===== config.mk =====
export PLATFORM = sky130hd
export DESIGN_NAME = astro_board_io
export DESIGN_NICKNAME = d
export VERILOG_FILES = /design/src/common/astro_pkg.sv /design/src/config/game_config.sv /design/src/source/control_matrix.sv /design/src/audio/audio_mixer.sv /design/src/source/lamp_serializer.sv /design/src/source/astro_board_io.sv
export SDC_FILE = /design/constraint.sdc
export NUM_CORES = 1
export LEC_CHECK = 0
export ABC_AREA = 1
export BUFFER_PORTS_ARGS = -buffer_cell sky130_fd_sc_hd__buf_2
export CAP_MARGIN = 5
export CORE_MARGIN = 4
export CORE_UTILIZATION = 59
export DETAILED_ROUTE_END_ITERATION = 8
export GPL_TIMING_DRIVEN = 0
export PLACE_DENSITY = 0.88
export SLEW_MARGIN = 20
export SYNTH_ARGS = -nofsm -noshare
export SYNTH_HDL_FRONTEND = slang
export SYNTH_HIERARCHICAL = 1
export SYNTH_SLANG_ARGS = --single-unit

===== constraint.sdc =====
create_clock -name clk_sys -period 4.1 [get_ports clk_sys]
set_clock_uncertainty 0.15 [all_clocks]
set_input_delay 0.205 -clock clk_sys [delete_from_list [all_inputs] [get_ports clk_sys]]
set_output_delay 0.205 -clock clk_sys [all_outputs]
set_load 0.01 [all_outputs]

===== src/common/astro_pkg.sv =====
// Astrocade board glue shared definitions
// Game codes, download indexes, joystick bit map, audio and matrix constants

package astro_pkg;

	// ==============================
	// Game selection
	// ==============================

	// Game code as sent in the download byte
	typedef enum logic [7:0] {
		game_none     = 8'd0,
		game_ebase    = 8'd1,
		game_seawolf2 = 8'd2,
		game_spacezap = 8'd3,
		game_gorf     = 8'd4,
		game_wow      = 8'd5,
		game_robby    = 8'd6,
		game_gorf1    = 8'd7
	} game_t;

	// Download index that carries the game code
	localparam logic [7:0] idx_game = 8'd1;

	// Download index that carries the DIP switch bytes
	localparam logic [7:0] idx_dip = 8'd254;

	// Number of DIP switch bytes held on the board
	localparam int dip_banks = 8;

	// ==============================
	// Joystick word layout
	// ==============================

	// Bit positions inside the 16-bit joystick word, active high
	localparam int joy_right  = 0;
	localparam int joy_left   = 1;
	localparam int joy_down   = 2;
	localparam int joy_up     = 3;
	localparam int joy_fire1  = 4;
	localparam int joy_fire2  = 5;
	localparam int joy_start1 = 6;
	localparam int joy_start2 = 7;

	// Coin only exists on the player 1 word
	localparam int joy_coin   = 8;

	// ==============================
	// Audio
	// ==============================

	// Unsigned sample width for chip, sample and output audio
	localparam int audio_w = 16;

	// Silence offset added to chip audio on the Gorf cabinet speaker
	// Chip silence is 0 while sample silence sits at mid scale
	localparam logic [audio_w:0] cab_offset = (audio_w + 1)'(16384);

	// ==============================
	// Switch matrix columns
	// ==============================

	// One-hot column strobes driven by the CPU
	localparam logic [7:0] col_p0  = 8'h01;
	localparam logic [7:0] col_p1  = 8'h02;
	localparam logic [7:0] col_p2  = 8'h04;

	// DIP column, answered with bank 3
	localparam logic [7:0] col_dip = 8'h08;

	// Idle row with no switch closed
	localparam logic [7:0] row_idle = 8'hff;

endpackage


===== src/config/game_config.sv =====
// Game configuration block
// Takes the game code and DIP bytes from the byte-wide download port
// and decodes one flag per supported game

`timescale 1ns/1ps

module game_config (
	input  logic        clk_sys,
	input  logic        reset,
	input  logic        cfg_wr,
	input  logic [7:0]  cfg_index,
	input  logic [24:0] cfg_addr,
	input  logic [7:0]  cfg_data,
	output logic        is_spacezap,
	output logic        is_gorf,
	output logic        is_robby,
	output logic        gorf_prog1,
	output logic [7:0]  dip0,
	output logic [7:0]  dip2,
	output logic [7:0]  dip3
);
	import astro_pkg::*;

	localparam int bank_w = $clog2(dip_banks);

	game_t             game_code;
	logic [7:0]        dip_bank [dip_banks];
	logic              code_wr;
	logic              dip_wr;
	logic [bank_w-1:0] bank_sel;

	// Write decode on the download strobe
	assign code_wr  = cfg_wr && (cfg_index == idx_game);
	assign dip_wr   = cfg_wr && (cfg_index == idx_dip) && (cfg_addr < 25'(dip_banks));
	assign bank_sel = cfg_addr[bank_w-1:0];

	// ==============================
	// Code and DIP registers
	// ==============================

	// Game code, one cycle after the strobe
	always_ff @(posedge clk_sys or posedge reset) begin
		if (reset) begin
			game_code <= game_none;
		end else if (code_wr) begin
			game_code <= game_t'(cfg_data);
		end
	end

	// DIP switch bytes, addressed by the low download address
	always_ff @(posedge clk_sys or posedge reset) begin
		if (reset) begin
			for (int i = 0; i < dip_banks; i++) begin
				dip_bank[i] <= '0;
			end
		end else if (dip_wr) begin
			dip_bank[bank_sel] <= cfg_data;
		end
	end

	// ==============================
	// Game flag decode
	// ==============================

	// Flags settle one cycle after the code register
	// Program 1 latches and keeps Gorf selected until reset
	always_ff @(posedge clk_sys or posedge reset) begin
		if (reset) begin
			is_spacezap <= 1'b0;
			is_gorf     <= 1'b0;
			is_robby    <= 1'b0;
			gorf_prog1  <= 1'b0;
		end else begin
			is_spacezap <= (game_code == game_spacezap);
			is_robby    <= (game_code == game_robby);
			gorf_prog1  <= gorf_prog1 | (game_code == game_gorf1);
			is_gorf     <= (game_code == game_gorf) | (game_code == game_gorf1) | gorf_prog1;
		end
	end

	// Only the banks read by the matrix and mixer leave the block
	assign dip0 = dip_bank[0];
	assign dip2 = dip_bank[2];
	assign dip3 = dip_bank[3];

endmodule


===== src/source/control_matrix.sv =====
// Switch matrix responder
// Answers the CPU column strobe with an active-low row byte
// built from joysticks, DIP bits and speech status per game

`timescale 1ns/1ps

module control_matrix (
	input  logic [7:0]  col_select,
	input  logic [15:0] joy_p1,
	input  logic [15:0] joy_p2,
	input  logic        speech_busy,
	input  logic        is_spacezap,
	input  logic        is_gorf,
	input  logic        is_robby,
	input  logic [7:0]  dip2,
	input  logic [7:0]  dip3,
	output logic [7:0]  row_data
);
	import astro_pkg::*;

	// Inverted fire1, right, left, down, up of one player
	function automatic logic [4:0] stick_nibble(input logic [15:0] joy);
		logic [4:0] pressed;
		pressed = {joy[joy_fire1], joy[joy_right], joy[joy_left], joy[joy_down], joy[joy_up]};
		return ~pressed;
	endfunction

	logic [4:0] p1_nib;
	logic [4:0] p2_nib;
	logic       start1_n;
	logic       start2_n;
	logic       coin_n;
	logic       any_game;

	logic [7:0] sz_p0;
	logic [7:0] sz_p1;
	logic [7:0] sz_p2;
	logic [7:0] gf_p0;
	logic [7:0] gf_p1;
	logic [7:0] gf_p2;
	logic [7:0] rr_p0;
	logic [7:0] rr_p1;
	logic [7:0] rr_p2;

	assign p1_nib = stick_nibble(joy_p1);
	assign p2_nib = stick_nibble(joy_p2);

	// Starts and coin always come from the player 1 word
	assign start1_n = ~joy_p1[joy_start1];
	assign start2_n = ~joy_p1[joy_start2];
	assign coin_n   = ~joy_p1[joy_coin];

	assign any_game = is_spacezap | is_gorf | is_robby;

	// ==============================
	// Per game row bytes
	// ==============================

	// Space Zap
	assign sz_p0 = {2'b11, start2_n, start1_n, dip2[1], 1'b1, coin_n, 1'b1};
	assign sz_p1 = {3'b111, p2_nib};
	assign sz_p2 = {2'b11, dip2[0], p1_nib};

	// Gorf, bit 7 of column 2 reads the speech busy line
	assign gf_p0 = {dip2[2], dip2[0], start2_n, start1_n, 1'b1, dip2[1], coin_n, 1'b1};
	assign gf_p1 = {3'b001, p2_nib};
	assign gf_p2 = {speech_busy, 2'b01, p1_nib};

	// Robby Roto, fire sits one bit above the stick
	assign rr_p0 = {1'b0, start2_n, start1_n, 1'b1, dip2[1], 1'b1, coin_n, 1'b1};
	assign rr_p1 = {2'b11, p2_nib[4], 1'b1, p2_nib[3:0]};
	assign rr_p2 = {2'b11, p1_nib[4], 1'b1, p1_nib[3:0]};

	// ==============================
	// Column select
	// ==============================

	// Zero latency, the CPU samples within its own read
	always_comb begin
		case (col_select)
			col_p0: begin
				row_data = is_spacezap ? sz_p0 : is_gorf ? gf_p0 : is_robby ? rr_p0 : row_idle;
			end
			col_p1: begin
				row_data = is_spacezap ? sz_p1 : is_gorf ? gf_p1 : is_robby ? rr_p1 : row_idle;
			end
			col_p2: begin
				row_data = is_spacezap ? sz_p2 : is_gorf ? gf_p2 : is_robby ? rr_p2 : row_idle;
			end
			// DIP bank 3 is shared by every kept game
			col_dip: begin
				row_data = any_game ? dip3 : row_idle;
			end
			default: begin
				row_data = row_idle;
			end
		endcase
	end

endmodule


===== src/audio/audio_mixer.sv =====
// Audio mixer
// Picks chip or sample audio per game, applies the Gorf cabinet
// speaker routing and the channel swap, registered output

`timescale 1ns/1ps

module audio_mixer (
	input  logic                          clk_sys,
	input  logic                          reset,
	input  logic                          is_spacezap,
	input  logic                          is_gorf,
	input  logic                          is_robby,
	input  logic [7:0]                    dip0,
	input  logic                          speech_select,
	input  logic [astro_pkg::audio_w-1:0] chip_l,
	input  logic [astro_pkg::audio_w-1:0] chip_r,
	input  logic [astro_pkg::audio_w-1:0] samp_l,
	input  logic [astro_pkg::audio_w-1:0] samp_r,
	output logic [astro_pkg::audio_w-1:0] audio_l,
	output logic [astro_pkg::audio_w-1:0] audio_r
);
	import astro_pkg::*;

	logic [audio_w-1:0] work_l;
	logic [audio_w-1:0] work_r;
	logic [audio_w:0]   cab_sum;
	logic [audio_w-1:0] cab_l;
	logic [audio_w-1:0] speech_l;
	logic [audio_w-1:0] mix_l;
	logic [audio_w-1:0] mix_r;
	logic               cabinet;
	logic               swap;

	// Halved chip plus halved sample, two 15-bit values never clip
	assign work_l = {1'b0, chip_l[audio_w-1:1]} + {1'b0, samp_l[audio_w-1:1]};
	assign work_r = {1'b0, chip_r[audio_w-1:1]} + {1'b0, samp_r[audio_w-1:1]};

	// Lower cabinet speaker, chip lifted to sample silence level
	assign cab_sum  = {1'b0, chip_l} + cab_offset;
	assign cab_l    = cab_sum[audio_w] ? '1 : cab_sum[audio_w-1:0];
	assign speech_l = {1'b0, samp_l[audio_w-1:1]};

	// DIP bank 0 bit 0 selects cabinet wiring, bit 1 swaps channels
	assign cabinet = dip0[0];
	assign swap    = dip0[1];

	// ==============================
	// Per game selection
	// ==============================

	always_comb begin
		if (is_spacezap) begin
			// Single chip, mono
			mix_l = chip_l;
			mix_r = chip_l;
		end else if (is_gorf) begin
			if (cabinet) begin
				// Top speaker one chip, lower speaker chip or speech
				mix_r = chip_r;
				mix_l = speech_select ? speech_l : cab_l;
			end else begin
				mix_l = work_l;
				mix_r = work_r;
			end
		end else if (is_robby) begin
			// Two chips, true stereo
			mix_l = chip_l;
			mix_r = chip_r;
		end else begin
			mix_l = chip_l;
			mix_r = chip_l;
		end
	end

	// Output register with the channel swap
	always_ff @(posedge clk_sys or posedge reset) begin
		if (reset) begin
			audio_l <= '0;
			audio_r <= '0;
		end else begin
			audio_l <= swap ? mix_r : mix_l;
			audio_r <= swap ? mix_l : mix_r;
		end
	end

endmodule


===== src/source/lamp_serializer.sv =====
// Gorf rank lamp serializer
// Sends each changed lamp bit to an external addressable latch,
// one write pulse per bit, paced by a free running divider

`timescale 1ns/1ps

module lamp_serializer #(
	parameter int lamp_count = 8,
	parameter int pace_div   = 4
) (
	input  logic                          clk_sys,
	input  logic                          reset,
	input  logic                          enable,
	input  logic [lamp_count-1:0]         lamp_request,
	output logic [$clog2(lamp_count)-1:0] lamp_addr,
	output logic                          lamp_data,
	output logic                          lamp_write_n
);
	localparam int addr_w = $clog2(lamp_count);
	localparam int cnt_w  = (pace_div > 1) ? $clog2(pace_div) : 1;

	logic [cnt_w-1:0]      pace_cnt;
	logic                  pace_tick;
	logic [lamp_count-1:0] shadow;
	logic [lamp_count-1:0] diff;
	logic [addr_w-1:0]     first_sel;
	logic                  issue;

	// Pace divider, one tick every pace_div cycles
	assign pace_tick = (pace_cnt == cnt_w'(pace_div - 1));

	always_ff @(posedge clk_sys or posedge reset) begin
		if (reset) begin
			pace_cnt <= '0;
		end else if (pace_tick) begin
			pace_cnt <= '0;
		end else begin
			pace_cnt <= pace_cnt + 1'b1;
		end
	end

	// Bits whose latch state differs from the request
	assign diff = shadow ^ lamp_request;

	// Lowest changed bit wins, scan from the top down
	always_comb begin
		first_sel = '0;
		for (int i = lamp_count - 1; i >= 0; i--) begin
			if (diff[i]) begin
				first_sel = addr_w'(i);
			end
		end
	end

	// New write only on a tick with the strobe already released
	assign issue = pace_tick && lamp_write_n && enable && (|diff);

	// Strobe and shadow of the latch contents
	always_ff @(posedge clk_sys or posedge reset) begin
		if (reset) begin
			lamp_write_n <= 1'b1;
			shadow       <= '1;
		end else if (pace_tick && !lamp_write_n) begin
			lamp_write_n <= 1'b1;
		end else if (issue) begin
			lamp_write_n      <= 1'b0;
			shadow[first_sel] <= lamp_request[first_sel];
		end
	end

	// Address and data held through the low strobe
	always_ff @(posedge clk_sys) begin
		if (issue) begin
			lamp_addr <= first_sel;
			lamp_data <= lamp_request[first_sel];
		end
	end

endmodule


===== src/source/astro_board_io.sv =====
// Astrocade board glue top level
// Game configuration, switch matrix, audio mixer and Gorf lamp output
// around an external CPU and custom chip set

`timescale 1ns/1ps

module astro_board_io #(
	parameter int lamp_count = 8,
	parameter int pace_div   = 4
) (
	input  logic                          clk_sys,
	input  logic                          reset,
	// Download port
	input  logic                          cfg_wr,
	input  logic [7:0]                    cfg_index,
	input  logic [24:0]                   cfg_addr,
	input  logic [7:0]                    cfg_data,
	// Switch matrix
	input  logic [7:0]                    col_select,
	output logic [7:0]                    row_data,
	input  logic [15:0]                   joy_p1,
	input  logic [15:0]                   joy_p2,
	input  logic                          speech_busy,
	// Audio
	input  logic                          speech_select,
	input  logic [astro_pkg::audio_w-1:0] chip_l,
	input  logic [astro_pkg::audio_w-1:0] chip_r,
	input  logic [astro_pkg::audio_w-1:0] samp_l,
	input  logic [astro_pkg::audio_w-1:0] samp_r,
	output logic [astro_pkg::audio_w-1:0] audio_l,
	output logic [astro_pkg::audio_w-1:0] audio_r,
	// Rank lamps
	input  logic [lamp_count-1:0]         lamp_request,
	output logic [$clog2(lamp_count)-1:0] lamp_addr,
	output logic                          lamp_data,
	output logic                          lamp_write_n,
	output logic                          gorf_prog1
);

	logic       is_spacezap;
	logic       is_gorf;
	logic       is_robby;
	logic [7:0] dip0;
	logic [7:0] dip2;
	logic [7:0] dip3;

	game_config u_game_config (
		.clk_sys(clk_sys), .reset(reset),
		.cfg_wr(cfg_wr), .cfg_index(cfg_index), .cfg_addr(cfg_addr), .cfg_data(cfg_data),
		.is_spacezap(is_spacezap), .is_gorf(is_gorf), .is_robby(is_robby),
		.gorf_prog1(gorf_prog1), .dip0(dip0), .dip2(dip2), .dip3(dip3)
	);

	control_matrix u_control_matrix (
		.col_select(col_select), .joy_p1(joy_p1), .joy_p2(joy_p2),
		.speech_busy(speech_busy), .is_spacezap(is_spacezap), .is_gorf(is_gorf),
		.is_robby(is_robby), .dip2(dip2), .dip3(dip3), .row_data(row_data)
	);

	audio_mixer u_audio_mixer (
		.clk_sys(clk_sys), .reset(reset),
		.is_spacezap(is_spacezap), .is_gorf(is_gorf), .is_robby(is_robby),
		.dip0(dip0), .speech_select(speech_select),
		.chip_l(chip_l), .chip_r(chip_r), .samp_l(samp_l), .samp_r(samp_r),
		.audio_l(audio_l), .audio_r(audio_r)
	);

	// Lamps only run on a Gorf cabinet
	lamp_serializer #(.lamp_count(lamp_count), .pace_div(pace_div)) u_lamp_serializer (
		.clk_sys(clk_sys), .reset(reset), .enable(is_gorf),
		.lamp_request(lamp_request), .lamp_addr(lamp_addr),
		.lamp_data(lamp_data), .lamp_write_n(lamp_write_n)
	);

endmodule


======== Word-level counts from Yosys, hierarchy flattened ========
Index checks and enable logic that the tools add are counted.
word-level totals
  flip-flop bits (word level) ............. 123
  input bits .............................. 158
  word-level logic and storage cells ...... 107
operators by class
  add/subtract/negate cells ............... 4
  $lt $le $gt $ge ......................... 5
  eq/ne operators ......................... 11
  multiplexer cells ....................... 41
  bitwise gates (word level) .............. 13
  reduce and logical (&&, ||, !) cells .... 13
operator list
  cell                      number
  $mux W16                  11
  $mux W8                   9
  $bwmux W64                1
  $add A15 B15 Y16          2
  $eq A8 B3 Y1 const B      4
  $pmux W8 S4               1
  $lt A25 B4 Y1 const B     1
  $demux W8 S3              1
  $mux W3                   8
  $add A16 B15 Y17 const B  1
  $eq A8 B1 Y1 const B      2
  $eq A8 B2 Y1 const B      2
  $mux W6                   2
  $not A5 Y5                2
  $logic_and A1 B1 Y1       9
  $bwmux W8                 1
  $eq A8 B4 Y1 const B      1
  $eq A8 B8 Y1 const B      1
  $reduce_or A8 Y1          1
  $xor A8 B8 Y8             1
  $or A1 B1 Y1              5
  $ge A4 B4 Y1 const B      1
  $lt A3 B4 Y1 const B      1
  $lt A4 B1 Y1 const B      1
  12 further kinds          18

======== Longest topological paths before layout ========
  word-level depth ........................ 14
  gate-level depth with buffers ........... 15
  depth with buffers taken out ............ 15

======== By module ========
Netlist, hierarchy kept.
modules (own cells, without submodules)
  module           instances  cells an instance  area an instance (sq um)
  audio_mixer      1          677                4041.4
  game_config      1          227                1788.0
  lamp_serializer  1          127                992.2
  control_matrix   1          153                698.2

======== Worst setup path after synthesis ========
OpenSTA, ideal clock, no wires.
  path kind ............................... register -> register
  start point ............................. register u_lamp_serializer.shadow[0]
  end point ............................... register u_lamp_serializer.shadow[6]
  setup time .............................. 0.079 ns
  arrival time ............................ 1.629 ns
  required time ........................... 3.871 ns
  path slack .............................. 2.242 ns
  stages on the path, launching flop included .. 10
  cells stage by stage .................... dfstp_2 > xor2_1 > clkinv_2 > nand2_2 > nor2_2 > a21oi_4 > inv_2 > nor3_1 > or2_1 > nand2_1
RTL lines
  item                             RTL line               text
  start, declared                  lamp_serializer.sv:24  logic [lamp_count-1:0] shadow;
  start signal, assigned by index  lamp_serializer.sv:67  shadow[first_sel] <= lamp_request[first_sel];
  $xor A8 B8 Y8                    lamp_serializer.sv:43  assign diff = shadow ^ lamp_request;
  $reduce_or A8 Y1                 lamp_serializer.sv:56  assign issue = pace_tick && lamp_write_n && enable && (|diff);
  $logic_and A1 B1 Y1              lamp_serializer.sv:56
  via u_lamp_serializer.issue      lamp_serializer.sv:27  logic issue;
  $reduce_and A2 Y1 (no line)      -
The timed path passes the listed nets, and every way through them passes these cells. The select of a mux whose other input is x is not followed.
A chain may end at the register's enable or synchronous reset.

======== Worst setup path after layout ========
  start point ............................. register u_game_config.is_spacezap
  end point ............................... output port row_data[3]
between the ends
  word-level cells in the longest chain between the ends .. 4
ends and longest elaborated chain
  item                       RTL line              text
  start, declared            game_config.sv:14     output logic is_spacezap,
  start signal, assigned     game_config.sv:74     is_spacezap <= (game_code == game_spacezap);
  $or A1 B1 Y1 (2 in a row)  control_matrix.sv:53  assign any_game = is_spacezap | is_gorf | is_robby;
  $mux W8                    control_matrix.sv:92  row_data = any_game ? dip3 : row_idle;
  $pmux W8 S4 (*)            control_matrix.sv:80  case (col_select)
  end, declared              astro_board_io.sv:20  output logic [7:0] row_data,
Mark *: on every way between the ends. The rest lies on a longest branch, timed or not.

==> impl_results.md <==
- Synthesized netlist cell count: 1140
- Multi-input logic area: 4480 um2
- CORE AREA: 11600 um2
- Die width: 118 um
- Area of the die: 13900 um2
- Crit path max fanout: 10
- Worst Path Required: 3740 ps
- Area growth, synth to finish: 20.2%
- Fmax: 455 MHz
- Unrepaired setup endpoints after global routing: no
- Period minus WS final: 2200 ps
- Top-level port count: 204
- Static Leak: 4.62 nW
- CTS clk-pin slew, worst paths: 60 ps
- Residual DRC: 0
- Pins Over Slew Limit: 0
- Total power: 2.05 mW
- Endpoint type of the worst setup path: output port
- Setup crit start kind: flip-flop
- Number of clock sinks: 72
- CTS HTree Levels: 3
- Synthesized area: 7110 um2
- Drt first pass iters: 5
- Fin Setup TNS: 0 ps
- HPWL after detailed placement: 17500 um
- Total GRT Usage: 31.0%
- Initial DRC count: 936
- R2R cell count: 9
- Total Wirelength: 21900 um
- GR Util met1: 42.2%
- Ys Warns: 6
- Grt met3 use: 5.53%
- Reg area: 1830 um2
- Period utilisation layout: 53.6%
- Slew HR: 35.0%
- GRT busiest layer: met2
- Critical Setup Path Class: reg -> out
- Max Root-Sink Buffers: 2
- Fraction of layout cells with a size suffix above 1: 23.4%
- Avg WL per Cell: 14.7 um
- Final Hold Viols: 0
- HP Class: in -> reg
- Mapped Nets: 1331
- Clk root buf: clkbuf_16
- Postcts setup bufs: 0
- Final Net Count: 1531
- Starting Density: 61.2%
- Worst-Skew Late Latency: 340 ps
- Max-cap violations: 0
- CTS Buf Count: 9
- Worst Hold Depth: 3
- Status: finished, final reports clean
- Filler Cell Count: 993
- Met2 Use GR: 50.3%
- Routability cong.: 0.995
- Die Y: 118 um
- Vias post-DR: 8112
- CTS tree: done
- CP Data Arrival Time: 1840 ps
- Cell Pwr Density: 240 nW/um2
- WHS: 4.66 ps
- First-pass GRT wire length: 35800 um
- Vias per cell: 5.44
- Largest net degree at the start of global routing: 33
- Number of nets still failing antenna checks after routing: 0
- Initial antenna violation count: 3
- Mean Syn Cell Area: 6.23 um2
- Maximum VDD drop: 171 uV
- Count of final setup violators: 0
- GRT overflow: 0
- Slew @ Worst Pin: 973 ps
- IO Port Bufs: 182
- # rows: 39
- Vias in the first global route: 7551
[cell usage in the layout, fill, tap and decap left out, types with 6 or more instances in the layout]
master           n
nand2_1        390
buf_2          194
inv_1          135
nand3_1        123
nor2_1          99
dfrtp_1         59
a21oi_1         49
o21ai_0         32
ha_1            31
inv_2           19
nor2_2          15
o21ai_1         15
o221ai_1        13
nand3_2         11
clkbuf_16        9
nand2_2          9
nand4_1          9
dfstp_2          9
clkbuf_1         8
xor2_1           8
o211ai_1         8
dlygate4sd3_1    7
nor3_1           7
buf_4            6
nor2_4           6
[sequential cells by signal, summed over array words and instances (netlist names)]
signal	count
u_game_config/is_robby	1
u_lamp_serializer/lamp_data	1
u_lamp_serializer/pace_cnt	2
u_game_config/is_gorf	1
u_audio_mixer/audio_r	16
u_game_config/game_code	8
u_game_config/dip2	3
u_lamp_serializer/lamp_write_n	1
u_audio_mixer/audio_l	16
u_game_config/gorf_prog1	1
u_game_config/dip3	8
u_lamp_serializer/shadow	8
u_lamp_serializer/lamp_addr	3
u_game_config/is_spacezap	1
u_game_config/dip0	2
[path summary, 6_finish.rpt]
| kind | slack [ps] | start | endpoint |
|---|---|---|---|
| setup / recovery | 1900 | u_game_config/is_spacezap | row_data[3] |
| hold / removal | 5 | cfg_data[0] | u_game_config/game_code[0] |
| setup reg to reg | 1990 | u_lamp_serializer/shadow[0] | u_lamp_serializer/shadow[6] |
| hold reg to reg | 280 | u_lamp_serializer/pace_cnt[0] | u_lamp_serializer/pace_cnt[0] |
| max in group asynchronous | 2650 | reset | u_game_config/dip3[1] |
| min in group asynchronous | 310 | reset | u_lamp_serializer/pace_cnt[0] |
[where the power goes]
group	total (mW)	leakage [nW]	internal, mW	switching (mW)
sequential	0.754	0.839	0.745	0.00896
combinational	0.582	3.64	0.213	0.369
clock	0.711	0.136	0.409	0.303
total	2.05	4.62	1.37	0.681
[metrics by stage]
stage	utilization [%]	area, um2	std cells	setup slack (ps)
6_report	73.6	8540	1490	1900
5_1_grt	73.6	8540	1490	1740
4_1_cts	73.5	8540	1488	1930
3_5_place_dp	70.6	8200	1465	1850
3_3_place_gp	70.6	8200	1465	1880
2_1_floorplan	-	7110	1140	2240
[worst max-delay path: stages, from the launching register on]
cell and delay (ps):
dfrtp_1 650, inv_1 180, nand2_1 150, o211ai_1 100
nand2_1 70, nand2_1 40, nor2_1 100, nand2_1 60
buf_2 140
[cell type report]
class / instances / area share (%)
diodes: 2 / 0.0586
plain buffers: 31 / 2.20
clock buffers: 9 / 2.64
clock inverters: 7 / 0.527
inverters: 161 / 7.12
multi-input cells: 876 / 52.4
flip-flops and latches: 72 / 21.5
well taps: 143 / 2.09
repair buffers: 189 / 11.5
[per-layer routing]
metal	vias up	part of all wire [%]
li1	4049	-
met1	3595	43
met2	427	45
met3	39	9.9
met4	2	2.1
met5	-	0.032
[repair_timing]
action,CTS,global route
endpoints found under the hold margin,31,0
resized for setup,0,0
hold buffers,7,0
endpoints found under the setup margin,0,0
Power figures use the tool's default switching activity.
